File: config.mk
export PLATFORM = sky130hd
export DESIGN_NAME = zynq_bridge_top
export DESIGN_NICKNAME = d
export VERILOG_FILES = /design/src/zynq_bridge_pkg.sv /design/src/bridge_csr.sv /design/src/ps_addr_translate.sv /design/src/dram_rebase.sv /design/src/zynq_bridge_top.sv
export SDC_FILE = /design/constraint.sdc
export NUM_CORES = 1
export LEC_CHECK = 0
export BUFFER_PORTS_ARGS = -buffer_cell sky130_fd_sc_hd__buf_2
export CELL_PAD_IN_SITES_DETAIL_PLACEMENT = 0
export CELL_PAD_IN_SITES_GLOBAL_PLACEMENT = 2
export CORE_MARGIN = 1.5
export CORE_UTILIZATION = 29
export CTS_CLUSTER_SIZE = 14
export DETAILED_ROUTE_END_ITERATION = 10
export PLACE_DENSITY_LB_ADDON = 0.1
export SYNTH_ARGS = -nofsm -noshare
export SYNTH_HDL_FRONTEND = slang
export SYNTH_HIERARCHICAL = 1
export SYNTH_SLANG_ARGS = --single-unit
File: constraint.sdc
create_clock -name aclk_i -period 2.25 [get_ports aclk_i]
set_input_delay 0.1125 -clock aclk_i [delete_from_list [all_inputs] [get_ports aclk_i]]
set_output_delay 0.1125 -clock aclk_i [all_outputs]
set_load 0.01 [all_outputs]
File: src/zynq_bridge_pkg.sv
package zynq_bridge_pkg;

   // the PS general-purpose port drops the top address bit
   localparam int PS_ADDR_W = 31;

   // core physical addresses are one 32-bit word
   localparam int CORE_ADDR_W = 32;

   // inbound map as seen on the PS port
   //   0x0000_0000 .. 0x2000_0000 maps to core cached DRAM (xor 0x8000_0000)
   //   above 0x2000_0000 maps to core local space (xor 0x2000_0000)
   // the threshold itself still goes to DRAM because the compare is strict
   localparam logic [CORE_ADDR_W-1:0] PS_LOCAL_THRESHOLD = 32'h2000_0000;
   localparam logic [CORE_ADDR_W-1:0] PS_LOCAL_OFFSET    = 32'h2000_0000;
   localparam logic [CORE_ADDR_W-1:0] PS_DRAM_OFFSET     = 32'h8000_0000;

   // outbound rebasing subtracts the core DRAM base before adding the
   // software base, and only the first 256 MB of cached DRAM is backed
   localparam logic [CORE_ADDR_W-1:0] DRAM_BASE_ADDR   = 32'h8000_0000;
   localparam logic [CORE_ADDR_W-1:0] DRAM_WINDOW_SIZE = 32'h1000_0000;

   // APB register block
   localparam int APB_ADDR_W = 4;
   localparam int APB_DATA_W = 32;

   // byte offsets of the three registers
   // any other offset is unmapped
   localparam logic [APB_ADDR_W-1:0] CSR_DRAM_BASE   = 4'h0;
   // writing either counter offset clears that counter whatever the data
   localparam logic [APB_ADDR_W-1:0] CSR_LOCAL_COUNT = 4'h4;
   localparam logic [APB_ADDR_W-1:0] CSR_ERR_COUNT   = 4'h8;

   // a core address read as either a DRAM address or a local address
   // region bit 0 means local space and 1 means cached DRAM
   typedef union packed
   {
      struct packed
      {
         logic        region;
         logic [30:0] offset;
      } dram_view;

      // local layout is 7b tile, 4b device and a 1 MB device window
      struct packed
      {
         logic        region;
         logic [6:0]  tile;
         logic [3:0]  dev;
         logic [19:0] dev_offset;
      } local_view;
   } core_addr_u;

endpackage

File: src/bridge_csr.sv
module bridge_csr
(
   input  logic                                    aclk_i,
   input  logic                                    rst_n_i,
   input  logic                                    psel_i,
   input  logic                                    penable_i,
   input  logic                                    pwrite_i,
   input  logic [zynq_bridge_pkg::APB_ADDR_W-1:0]  paddr_i,
   input  logic [zynq_bridge_pkg::APB_DATA_W-1:0]  pwdata_i,
   input  logic                                    local_hit_i,
   input  logic                                    range_err_i,
   output logic [zynq_bridge_pkg::APB_DATA_W-1:0]  prdata_o,
   output logic                                    pready_o,
   output logic                                    pslverr_o,
   output logic [zynq_bridge_pkg::CORE_ADDR_W-1:0] dram_base_o
);
   import zynq_bridge_pkg::*;

   // counter slots, index 0 counts local hits and index 1 range errors
   localparam int N_CNT = 2;

   logic                              apb_access;
   logic                              apb_write;
   logic                              apb_read;
   logic                              hit_base;
   logic                              hit_local;
   logic                              hit_err;
   logic                              mapped;
   logic [N_CNT-1:0]                  cnt_event;
   logic [N_CNT-1:0]                  cnt_clear;
   logic [CORE_ADDR_W-1:0]            dram_base_q;
   logic [N_CNT-1:0][APB_DATA_W-1:0]  count_q;

   // the access phase is the only cycle that matters since pready is
   // tied high and every transfer finishes there
   assign apb_access = psel_i & penable_i;
   assign apb_write  = apb_access & pwrite_i;
   assign apb_read   = apb_access & ~pwrite_i;

   // offsets are matched exactly, so unaligned addresses count as unmapped
   assign hit_base  = (paddr_i == CSR_DRAM_BASE);
   assign hit_local = (paddr_i == CSR_LOCAL_COUNT);
   assign hit_err   = (paddr_i == CSR_ERR_COUNT);
   assign mapped    = hit_base | hit_local | hit_err;

   assign pready_o  = 1'b1;
   assign pslverr_o = apb_access & ~mapped;

   // DRAM base register
   always_ff @(posedge aclk_i)
   begin
      if (!rst_n_i)
      begin
         dram_base_q <= '0;
      end
      else if (apb_write && hit_base)
      begin
         dram_base_q <= pwdata_i;
      end
   end

   assign dram_base_o = dram_base_q;

   assign cnt_event = {range_err_i, local_hit_i};
   assign cnt_clear = {apb_write & hit_err, apb_write & hit_local};

   // both counters wrap at 32 bits, and a clear in the same cycle as an
   // event drops that event
   always_ff @(posedge aclk_i)
   begin
      if (!rst_n_i)
      begin
         count_q <= '0;
      end
      else
      begin
         for (int i = 0; i < N_CNT; i++)
         begin
            if (cnt_clear[i])
            begin
               count_q[i] <= '0;
            end
            else if (cnt_event[i])
            begin
               count_q[i] <= count_q[i] + 1'b1;
            end
         end
      end
   end

   // read data only shows up during a read access phase
   always_comb
   begin
      prdata_o = '0;
      if (apb_read)
      begin
         case (1'b1)
            hit_base:  prdata_o = dram_base_q;
            hit_local: prdata_o = count_q[0];
            hit_err:   prdata_o = count_q[1];
            default:   prdata_o = '0;
         endcase
      end
   end

endmodule

File: src/ps_addr_translate.sv
module ps_addr_translate
(
   input  logic                                    aclk_i,
   input  logic                                    rst_n_i,
   input  logic                                    ps_valid_i,
   input  logic [zynq_bridge_pkg::PS_ADDR_W-1:0]   ps_addr_i,
   input  logic                                    core_ready_i,
   output logic                                    ps_ready_o,
   output logic                                    core_valid_o,
   output logic [zynq_bridge_pkg::CORE_ADDR_W-1:0] core_addr_o,
   output logic                                    core_local_o,
   output logic [6:0]                              core_tile_o,
   output logic [3:0]                              core_dev_o,
   output logic                                    local_hit_o
);
   import zynq_bridge_pkg::*;

   logic [CORE_ADDR_W-1:0] xor_mask;
   core_addr_u             addr_next;
   core_addr_u             addr_q;
   logic                   valid_q;
   logic                   accept;

   // PS 0x2000_0001 and up lands in local space, the rest in cached DRAM
   always_comb
   begin
      if ({1'b0, ps_addr_i} > PS_LOCAL_THRESHOLD)
      begin
         xor_mask = PS_LOCAL_OFFSET;
      end
      else
      begin
         xor_mask = PS_DRAM_OFFSET;
      end

      // the dropped top PS bit is zero, so the mask alone sets the region
      addr_next.dram_view.region = xor_mask[CORE_ADDR_W-1];
      addr_next.dram_view.offset = ps_addr_i ^ xor_mask[PS_ADDR_W-1:0];
   end

   // single slot, free when empty or drained in this same cycle
   assign ps_ready_o = ~valid_q | core_ready_i;
   assign accept     = ps_valid_i & ps_ready_o;

   always_ff @(posedge aclk_i)
   begin
      if (!rst_n_i)
      begin
         valid_q <= 1'b0;
      end
      else if (accept)
      begin
         valid_q <= 1'b1;
      end
      else if (core_ready_i)
      begin
         valid_q <= 1'b0;
      end
   end

   always_ff @(posedge aclk_i)
   begin
      if (accept)
      begin
         addr_q <= addr_next;
      end
   end

   assign core_valid_o = valid_q;
   assign core_addr_o  = addr_q;
   assign core_local_o = ~addr_q.local_view.region;
   assign core_tile_o  = addr_q.local_view.tile;
   assign core_dev_o   = addr_q.local_view.dev;

   // one pulse per local address actually handed to the core
   assign local_hit_o = valid_q & core_ready_i & core_local_o;

endmodule

File: src/dram_rebase.sv
module dram_rebase
(
   input  logic                                    aclk_i,
   input  logic                                    rst_n_i,
   input  logic                                    mem_valid_i,
   input  logic [zynq_bridge_pkg::CORE_ADDR_W-1:0] mem_addr_i,
   input  logic [zynq_bridge_pkg::CORE_ADDR_W-1:0] dram_base_i,
   input  logic                                    dram_ready_i,
   output logic                                    mem_ready_o,
   output logic                                    dram_valid_o,
   output logic [zynq_bridge_pkg::CORE_ADDR_W-1:0] dram_addr_o,
   output logic                                    dram_err_o,
   output logic                                    range_err_o
);
   import zynq_bridge_pkg::*;

   logic [CORE_ADDR_W-1:0] dram_offset;
   logic [CORE_ADDR_W-1:0] addr_next;
   logic                   out_of_window;
   logic [CORE_ADDR_W-1:0] addr_q;
   logic                   err_q;
   logic                   valid_q;
   logic                   accept;

   // offset into cached DRAM, wrapping below the base
   assign dram_offset = mem_addr_i - DRAM_BASE_ADDR;

   // addresses below the base wrap to huge offsets, so one unsigned
   // compare covers both ends of the window
   assign out_of_window = (dram_offset >= DRAM_WINDOW_SIZE);

   // flagged requests still go out with the same arithmetic
   assign addr_next = dram_offset + dram_base_i;

   assign mem_ready_o = ~valid_q | dram_ready_i;
   assign accept      = mem_valid_i & mem_ready_o;

   always_ff @(posedge aclk_i)
   begin
      if (!rst_n_i)
      begin
         valid_q <= 1'b0;
      end
      else if (accept)
      begin
         valid_q <= 1'b1;
      end
      else if (dram_ready_i)
      begin
         valid_q <= 1'b0;
      end
   end

   // the base is captured with the request, later CSR writes leave it alone
   always_ff @(posedge aclk_i)
   begin
      if (accept)
      begin
         addr_q <= addr_next;
         err_q  <= out_of_window;
      end
   end

   assign dram_valid_o = valid_q;
   assign dram_addr_o  = addr_q;
   assign dram_err_o   = err_q;
   assign range_err_o  = valid_q & dram_ready_i & err_q;

endmodule

File: src/zynq_bridge_top.sv
module zynq_bridge_top
(
   input  logic                                   aclk_i,
   input  logic                                   rst_n_i,

   // APB register access
   input  logic                                   psel_i,
   input  logic                                   penable_i,
   input  logic                                   pwrite_i,
   input  logic [zynq_bridge_pkg::APB_ADDR_W-1:0] paddr_i,
   input  logic [zynq_bridge_pkg::APB_DATA_W-1:0] pwdata_i,
   output logic [zynq_bridge_pkg::APB_DATA_W-1:0] prdata_o,
   output logic                                   pready_o,
   output logic                                   pslverr_o,

   // inbound stream from the PS port into the core
   input  logic                                   ps_valid_i,
   input  logic [zynq_bridge_pkg::PS_ADDR_W-1:0]  ps_addr_i,
   output logic                                   ps_ready_o,
   output logic                                   core_valid_o,
   output logic [zynq_bridge_pkg::CORE_ADDR_W-1:0] core_addr_o,
   output logic                                   core_local_o,
   output logic [6:0]                             core_tile_o,
   output logic [3:0]                             core_dev_o,
   input  logic                                   core_ready_i,

   // outbound stream from core DRAM requests to PS DRAM
   input  logic                                   mem_valid_i,
   input  logic [zynq_bridge_pkg::CORE_ADDR_W-1:0] mem_addr_i,
   output logic                                   mem_ready_o,
   output logic                                   dram_valid_o,
   output logic [zynq_bridge_pkg::CORE_ADDR_W-1:0] dram_addr_o,
   output logic                                   dram_err_o,
   input  logic                                   dram_ready_i
);
   import zynq_bridge_pkg::*;

   logic [CORE_ADDR_W-1:0] dram_base;
   logic                   local_hit;
   logic                   range_err;

   bridge_csr u_csr
   (
      .aclk_i      (aclk_i),
      .rst_n_i     (rst_n_i),
      .psel_i      (psel_i),
      .penable_i   (penable_i),
      .pwrite_i    (pwrite_i),
      .paddr_i     (paddr_i),
      .pwdata_i    (pwdata_i),
      .local_hit_i (local_hit),
      .range_err_i (range_err),
      .prdata_o    (prdata_o),
      .pready_o    (pready_o),
      .pslverr_o   (pslverr_o),
      .dram_base_o (dram_base)
   );

   ps_addr_translate u_translate
   (
      .aclk_i       (aclk_i),
      .rst_n_i      (rst_n_i),
      .ps_valid_i   (ps_valid_i),
      .ps_addr_i    (ps_addr_i),
      .core_ready_i (core_ready_i),
      .ps_ready_o   (ps_ready_o),
      .core_valid_o (core_valid_o),
      .core_addr_o  (core_addr_o),
      .core_local_o (core_local_o),
      .core_tile_o  (core_tile_o),
      .core_dev_o   (core_dev_o),
      .local_hit_o  (local_hit)
   );

   dram_rebase u_rebase
   (
      .aclk_i       (aclk_i),
      .rst_n_i      (rst_n_i),
      .mem_valid_i  (mem_valid_i),
      .mem_addr_i   (mem_addr_i),
      .dram_base_i  (dram_base),
      .dram_ready_i (dram_ready_i),
      .mem_ready_o  (mem_ready_o),
      .dram_valid_o (dram_valid_o),
      .dram_addr_o  (dram_addr_o),
      .dram_err_o   (dram_err_o),
      .range_err_o  (range_err)
   );

endmodule

* Yosys cells after proc, flatten, opt, wreduce, memory -nomap -nowiden
Cells that the tools add are included.
** Word-level totals
- Logic and storage cells :: 54
- Input port bits :: 108
- Flip-flop bits (word level) :: 163
** Cells by class
- Magnitude comparators :: 2
- Equal/unequal tests :: 2
- Reduce and logical (&&, ||, !) cells :: 6
- Muxes and demuxes :: 9
- Bitwise logic cells :: 23
- Add/sub/neg operators :: 4
** Operators by type and width (number)
- $mux W32 :: 5
- $add A32 B1 Y32 const B :: 2
- $add A32 B32 Y32 :: 1
- $ge A32 B29 Y1 const B :: 1
- $sub A32 B32 Y32 const B :: 1
- $gt A31 B30 Y1 const B :: 1
- $xor A31 B31 Y31 :: 1
- $and A1 B1 Y1 :: 12
- $not A1 Y1 :: 6
- $eq A4 B3 Y1 const B :: 1
- $eq A4 B4 Y1 const B :: 1
- $logic_not A4 Y1 :: 1
- $mux W1 :: 4
- $or A1 B1 Y1 :: 4
- $reduce_bool A2 Y1 :: 2
- $reduce_or A2 Y1 :: 2
- $logic_and A1 B1 Y1 :: 1

* Longest topological paths before layout
Gate-level depths: netlist of run 1.
- Depth in word-level cells :: 5
- Gate-level depth with buffers :: 9
- Mapped depth without buffers :: 8

* By module
The synthesis of run 1 kept the hierarchy.
** Modules (own cells, without submodules)
- bridge_csr :: instances 1, area an instance 4987.3 um^2, cells each 652, seq. area each 1921.8 um^2
- dram_rebase :: instances 1, area an instance 2895.3 um^2, cells each 305, seq. area each 1011.0 um^2
- ps_addr_translate :: instances 1, area an instance 1208.7 um^2, cells each 63, seq. area each 980.9 um^2

* Least setup slack after synthesis of run 1
Ideal clock, no wire load.
- Path kind :: reg-to-reg
- Start :: register u_csr.dram_base_q[0], in the netlist u_csr/dram_base_o[0]
- End :: register u_rebase.addr_q[22], in the netlist u_rebase/dram_addr_o[22] (data pin)
- Path slack :: -168 ps
- Path buffers :: 0
- Data required time :: 1985 ps
- Period minus slack after synthesis :: 2418 ps
- Arrival :: 2153 ps
- Stages on the path, launching flop included :: 9
- Cell sequence :: dfxtp_1 ha_1 fa_1 a21o_1 a221oi_2 nor3_1 nor2_1 o21ai_0 xor2_1
** On the way
- Longest elaborated chain between the ends :: 1
** Ends and longest elaborated chain
- start, declared :: RTL line bridge_csr.sv:31 : logic [CORE_ADDR_W-1:0] dram_base_q;
- start signal, assigned :: RTL line bridge_csr.sv:58 : dram_base_q <= pwdata_i;
- $add A32 B32 Y32 :: RTL line dram_rebase.sv:33 : assign addr_next = dram_offset + dram_base_i;
- net u_rebase.addr_next[22] :: RTL line dram_rebase.sv:18 : logic [CORE_ADDR_W-1:0] addr_next;
- end signal, assigned :: RTL line dram_rebase.sv:59 : addr_q <= addr_next;
- end, declared :: RTL line dram_rebase.sv:20 : logic [CORE_ADDR_W-1:0] addr_q;
The timed path passes the listed nets, and every way through them passes these cells.
A chain may end at the register's enable or synchronous reset.

* Worst setup path in the final report of run 1
- Start :: register u_csr.dram_base_q[0], in the netlist u_csr/dram_base_o[0]
- End :: register u_rebase.addr_q[30], in the netlist u_rebase/dram_addr_o[30] (data pin)
Same word-level chain as after synthesis.

==> impl_metrics.json, run 1 <==
{
  "status": "finished with violations",
  "violations": "DRC, setup timing",
  "cap_violations": 0,
  "die_w_um": 180,
  "finClkSkew_ns": 0.00976,
  "syn_to_final_growth_pct": 43.0,
  "whs_ns": 0.0234,
  "antenna_found_initial": 1,
  "routed_wl_mm": 31.1,
  "syn_area_um2": 9090,
  "start_util_pct": 29.6,
  "grt_max_degree": 35,
  "cpMaxStageDelayCell": "fa_2",
  "viasPerCell": 4.90,
  "synthCells": 1020,
  "fillers": 3153,
  "cts_made_buffers": 17,
  "finish.net_count": 1531,
  "diodes": 0,
  "hold_path_class": "in -> reg",
  "fp.dieH_um": 180,
  "synth.top_cell.area_share_pct": 21.6,
  "grt_pass1_wl_mm": 48.3,
  "cts_tree": "done",
  "yosysSeqAreaShare_pct": 43.0,
  "ys_ff_latch": 163,
  "firstDrtPassIters": 10,
  "path_cells": "ha_4 -> fa_2 -> a21o_1 -> a221oi_4 -> buf_4 -> nor3_4 -> o21ai_1 -> buf_4 -> mux2i_1 -> nand3_1",
  "final-setup-viol-count": 7,
  "grt-ovfl-total": 0,
  "maxSlewViolCount": 0,
  "finalHoldViolCount": 0,
  "dr.first_iter.drc_count": 538,
  "place_area_um2": 11400,
  "crit_fanout": 3,
  "layout-drive-gt1-share_pct": 32.0,
  "syn-num-nets": 1162,
  "slowest_delay_ns": 0.35,
  "grt_pass1_vias": 8704,
  "fin_ws_ns": -0.0844,
  "yosys.area.top_type": "dfxtp_1",
  "path_clk_slew_ns": 0.07,
  "ios": 223,
  "dpl.cell_count": 1691,
  "wl_per_cell_um": 17.3,
  "dieArea_um2": 32400,
  "path_class": "reg -> reg",
  "synth_edf_count": 65,
  "max-clock-path-buffers": 2,
  "clock_sinks": 163,
  "final_util_pct": 42.3,
  "dp.final_hpwl_mm": 23.9,
  "synthFlopType": "dfxtp_1",
  "worstMarginPinSlew_ns": 0.755,
  "endpoint_kind": "flop",
  "h-tree-depth": 4,
  "cp_common_cell": "buf_4",
  "async_flop_share_pct": 0,
  "track_usage_pct": 19.0,
  "start_kind": "flop",
  "root_buffer": "clkbuf_16",
  "cp.arrival_ns": 2.52,
  "final_cell_count_no_fill": 1798,
  "synth.most_common_cell": "nand2_1",
  "core_area_um2": 30700,
  "drc_errors": 2,
  "period_share_pct": 104,
  "hold_depth": 3,
  "power.density_nw_per_um2": 532,
  "r2r_cells": 10,
  "cp_num_buf_inv": 2,
  "setup_tns_ns": -0.338,
  "row_count": 64,
  "ys_warn_count": 6,
  "cp.depth": 10,
  "synth_common_cells": "nand2_1, dfxtp_1, a21oi_1, nor2_1, edfxtp_1",
  "power_mw": 6.91,
  "layout_min_cycle_time_ns": 2.33,
  "peakVddDrop_mv": 0.461,
  "fin_area_um2": 13000,
  "cp.required_ns": 2.43,
  "gp_congestion": 0.830,
  "antenna_left": 0,
  "portBuffers": 221,
  "rsz0062_at_grt": "true",
  "leakagePower_nw": 5.27,
  "cp_top_family": "compound AO/OA/AOI/OAI gates",
  "synth.avg_cell_area_um2": 8.91,
  "max_clock_freq_mhz": 428,
  "vias": 8804,
  "max_slew_margin_pct": 49.7,
  "place_ws_ns": -0.190,
  "ys_types": 68,
  "clk_latency_ns": 0.43,
  "synth_area_leaders": "dfxtp_1, edfxtp_1, a21oi_1, nand2_1, ha_1"
}
## metal layers
| metal | GRT usage (%) | wire, um |
|---|---|---|
| met1 | 25.0 | 14500 |
| met2 | 33.2 | 15300 |
| met3 | 2.81 | 920 |
| met4 | 3.97 | 283 |
| met5 | 0 | 0 |
## power by group
| part | switching [mW] | internal [mW] | total [mW] | leakage [nW] |
|---|---|---|---|---|
| Clock | 1.26 | 1.66 | 2.92 | 0.287 |
| Combinational | 0.430 | 0.371 | 0.801 | 3.57 |
| Sequential | 0.0260 | 3.16 | 3.19 | 1.42 |
| Total | 1.72 | 5.19 | 6.91 | 5.27 |
## layout by cell type, fill, tap and decap left out, types with 11 or more instances in the layout
cell / n
a21oi_1: 91
a22oi_1: 33
and3_1: 14
and4_1: 11
buf_2: 221
buf_4: 121
clkbuf_16: 19
dfxtp_1: 94
dlygate4sd3_1: 67
edfxtp_1: 65
ha_1: 22
ha_4: 11
inv_1: 14
nand2_1: 119
nand2b_1: 39
nand3_1: 24
nand4_1: 26
nor2_1: 80
nor3_1: 38
o21ai_0: 20
o21ai_1: 11
o31ai_1: 27
or3_1: 13
or4_1: 27
xnor2_1: 19
xor2_1: 30
## path summary, 6_finish.rpt
path / slack, ns / to / start
worst max-delay path: -0.08 / u_rebase/dram_addr_o[30]$_DFFE_PP_ / u_csr/dram_base_o[0]$_SDFFE_PN0P_
worst min register to register: 0.49 / u_csr/count_q[61]$_SDFFE_PP0P_ / u_csr/count_q[61]$_SDFFE_PP0P_
worst min-delay path: 0.02 / u_translate/core_valid_o$_SDFFE_PN0P_ / core_ready_i
worst max register to register: -0.08 / u_rebase/dram_addr_o[30]$_DFFE_PP_ / u_csr/dram_base_o[0]$_SDFFE_PN0P_
## area by class of cell
cell class	count	area, um2	share of cell area, %
clock inverter	11	98.8	0.760
multi-input combinational	774	5100	39.3
tap	396	495	3.81
sequential	163	3920	30.2
timing repair buffer	419	2840	21.9
inverter	14	52.6	0.404
clock buffer	21	484	3.73
## worst register-to-register path, cell delays in order, from the launching register on
cell	delay (ns)
dfxtp_2	0.34
ha_4	0.17
fa_2	0.35
a21o_1	0.20
a221oi_4	0.29
buf_4	0.18
nor3_4	0.05
o21ai_1	0.13
buf_4	0.13
mux2i_1	0.17
nand3_1	0.08
## cells by family (layout without fill, tap and decap cells)
| group | Yosys count | in the layout | synth area share [%] |
|---|---|---|---|
| AO/OA/AOI/OAI | 245 | 245 | 17.1 |
| adder cells (fa/ha/maj) | 34 | 34 | 4.76 |
| XOR/XNOR | 49 | 49 | 4.72 |
| other | 1 | 1 | 0.0412 |
| buffers and inverters | 83 | 465 | 4.25 |
| AND/OR/NAND/NOR | 438 | 438 | 25.3 |
| multiplexers | 7 | 7 | 0.771 |
| flip-flops | 163 | 163 | 43.0 |
## sequential cells by signal, summed over array words and instances, names as in the netlist
name,cells
u_csr/count_q,64
u_csr/dram_base_o,32
u_rebase/dram_addr_o,32
u_rebase/dram_err_o,1
u_rebase/dram_valid_o,1
u_translate/core_addr_o,32
u_translate/core_valid_o,1
## timing repair
item	4_1_cts	5_1_grt
pin swaps	13	14
hold endpoints to repair	66	0
buffers inserted	5	3
hold buffers	67	0
gates resized for setup	25	28
setup endpoints to repair	17	18
Power figures use the tool's default switching activity.
==> inputs of run 2 (changes only) <==
Settings changed: RECOVER_POWER from default to 50.
==> impl_metrics.json, run 2 (synthesis gave the netlist of run 1 again) <==
{
  "finClkSkew_ns": 0.0101,
  "cap_violations": 0,
  "place_area_um2": 11400,
  "cp.arrival_ns": 2.51,
  "max-clock-path-buffers": 2,
  "period_share_pct": 104,
  "layout_common_cells": "nand2_1, buf_4, clkbuf_1, buf_2, dfxtp_1",
  "regMostFlops": "u_csr/count_q",
  "path_cells": "ha_4 -> fa_2 -> a21o_1 -> a221oi_4 -> buf_4 -> nor3_4 -> o21ai_1 -> buf_4 -> mux2i_1 -> nand3_1",
  "cp_common_cell": "buf_4",
  "fin_ws_ns": -0.0838,
  "leakagePower_nw": 4.96,
  "ios": 223,
  "routed_wl_mm": 31.1,
  "power.density_nw_per_um2": 535,
  "vias": 8800,
  "track_usage_pct": 19.0,
  "endpoint_kind": "flop",
  "dpl.cell_count": 1691,
  "grt_pass1_vias": 8704,
  "viasPerCell": 4.89,
  "grt-ovfl-total": 0,
  "layout-drive-gt1-share_pct": 24.0,
  "peakVddDrop_mv": 0.460,
  "core_area_um2": 30700,
  "drc_errors": 9,
  "path_class": "reg -> reg",
  "portBuffers": 221,
  "h-tree-depth": 4,
  "max_slew_margin_pct": 49.8,
  "final_cell_count_no_fill": 1798,
  "rsz0062_at_grt": "true",
  "start_util_pct": 29.6,
  "slowest_delay_ns": 0.35,
  "cts_made_buffers": 17,
  "antenna_left": 0,
  "violations": "DRC, setup timing",
  "syn_to_final_growth_pct": 41.4,
  "firstDrtPassIters": 10,
  "antenna_found_initial": 1,
  "finish.net_count": 1531,
  "finalHoldViolCount": 0,
  "dr.first_iter.drc_count": 509,
  "row_count": 64,
  "fin_area_um2": 12900,
  "dieArea_um2": 32400,
  "gp_congestion": 0.830,
  "maxSlewViolCount": 0,
  "start_kind": "flop",
  "path_clk_slew_ns": 0.07,
  "cp.required_ns": 2.43,
  "layout_min_cycle_time_ns": 2.33,
  "crit_fanout": 3,
  "dp.final_hpwl_mm": 23.9,
  "grt_max_degree": 35,
  "clk_latency_ns": 0.43,
  "root_buffer": "clkbuf_16",
  "grt_pass1_wl_mm": 48.3,
  "cts_tree": "done",
  "hold_path_class": "in -> reg",
  "final-setup-viol-count": 7,
  "max_clock_freq_mhz": 428,
  "status": "finished with violations",
  "worstMarginPinSlew_ns": 0.753,
  "largest_reg_flops": 64,
  "wl_per_cell_um": 17.3,
  "fp.dieH_um": 180,
  "cpMaxStageDelayCell": "fa_2",
  "diodes": 0,
  "die_w_um": 180,
  "clock_sinks": 163
}
[run 2: changes by cell type in the layout (fill, tap and decap cells not counted)]
cell,before,now
buf_4,121,119
buf_2,221,111
clkbuf_1,1,113
[run 2: through the flow]
step | total power, mW | setup WS, ns | util, % | hold WS, ns | TNS [ns]
finish | 6.88 | -0.0838 | 41.8 | 0.0268 | -0.335
global route | 7.17 | -0.202 | 41.8 | 0.0179 | -1.28
CTS | 7.00 | -0.0831 | 41.8 | 0.00618 | -0.523
detailed placement | 3.94 | -0.190 | 37.1 | 0.306 | -1.47
global placement | 3.95 | -0.163 | 37.1 | 0.306 | -1.19
floorplan | 3.58 | 0.00511 | - | 0.211 | 0
[run 2: timing repair]
item | 4_1_cts | 5_1_grt
hold buffers | 67 | 0
setup buffers | 5 | 3
setup endpoints to repair | 17 | 18
pin swaps | 13 | 14
hold endpoints to repair | 66 | 0
resized for setup | 25 | 28
[run 2: worst paths after layout]
check,cells past startpoint,startpoint,slack (ns),to
max,10,u_csr/dram_base_o[0]$_SDFFE_PN0P_,-0.08,u_rebase/dram_addr_o[30]$_DFFE_PP_
min,3,core_ready_i,0.03,u_translate/core_valid_o$_SDFFE_PN0P_
max reg2reg,10,u_csr/dram_base_o[0]$_SDFFE_PN0P_,-0.08,u_rebase/dram_addr_o[30]$_DFFE_PP_
min reg2reg,2,u_csr/count_q[61]$_SDFFE_PP0P_,0.49,u_csr/count_q[61]$_SDFFE_PP0P_
[run 2: worst max-delay path: cells and delay by family, from the launching register on]
kind	cells	cell delay, ns
adders and majority gates	2	0.51
buffers and inverters	2	0.31
DFF	1	0.34
muxes	1	0.17
and+or+nand+nor	2	0.13
AOI/OAI and AO/OA	3	0.62
[run 2: cell type report]
type	instances	area, um2
sequential	163	3920
tap	396	495
multi-input combinational	774	5100
clock inverter	11	98.8
clock buffer	21	484
fill	3201	17900
inverter	14	52.6
timing repair buffer	419	2700
[run 2: per-layer routing]
metal	vias up	track usage [%]	routed length (um)	part of all wire [%]
li1	4496	-	-	-
met1	4144	25.0	14600	47
met2	138	33.2	15300	49
met3	22	2.81	932	3.0
met4	0	3.97	280	0.90
met5	-	0	0	0
[run 2: where the power goes]
group / total (mW) / switching (mW) / internal [mW]
Clock: 2.92 / 1.26 / 1.66
Sequential: 3.19 / 0.0286 / 3.16
Combinational: 0.772 / 0.431 / 0.340
Total: 6.88 / 1.72 / 5.16
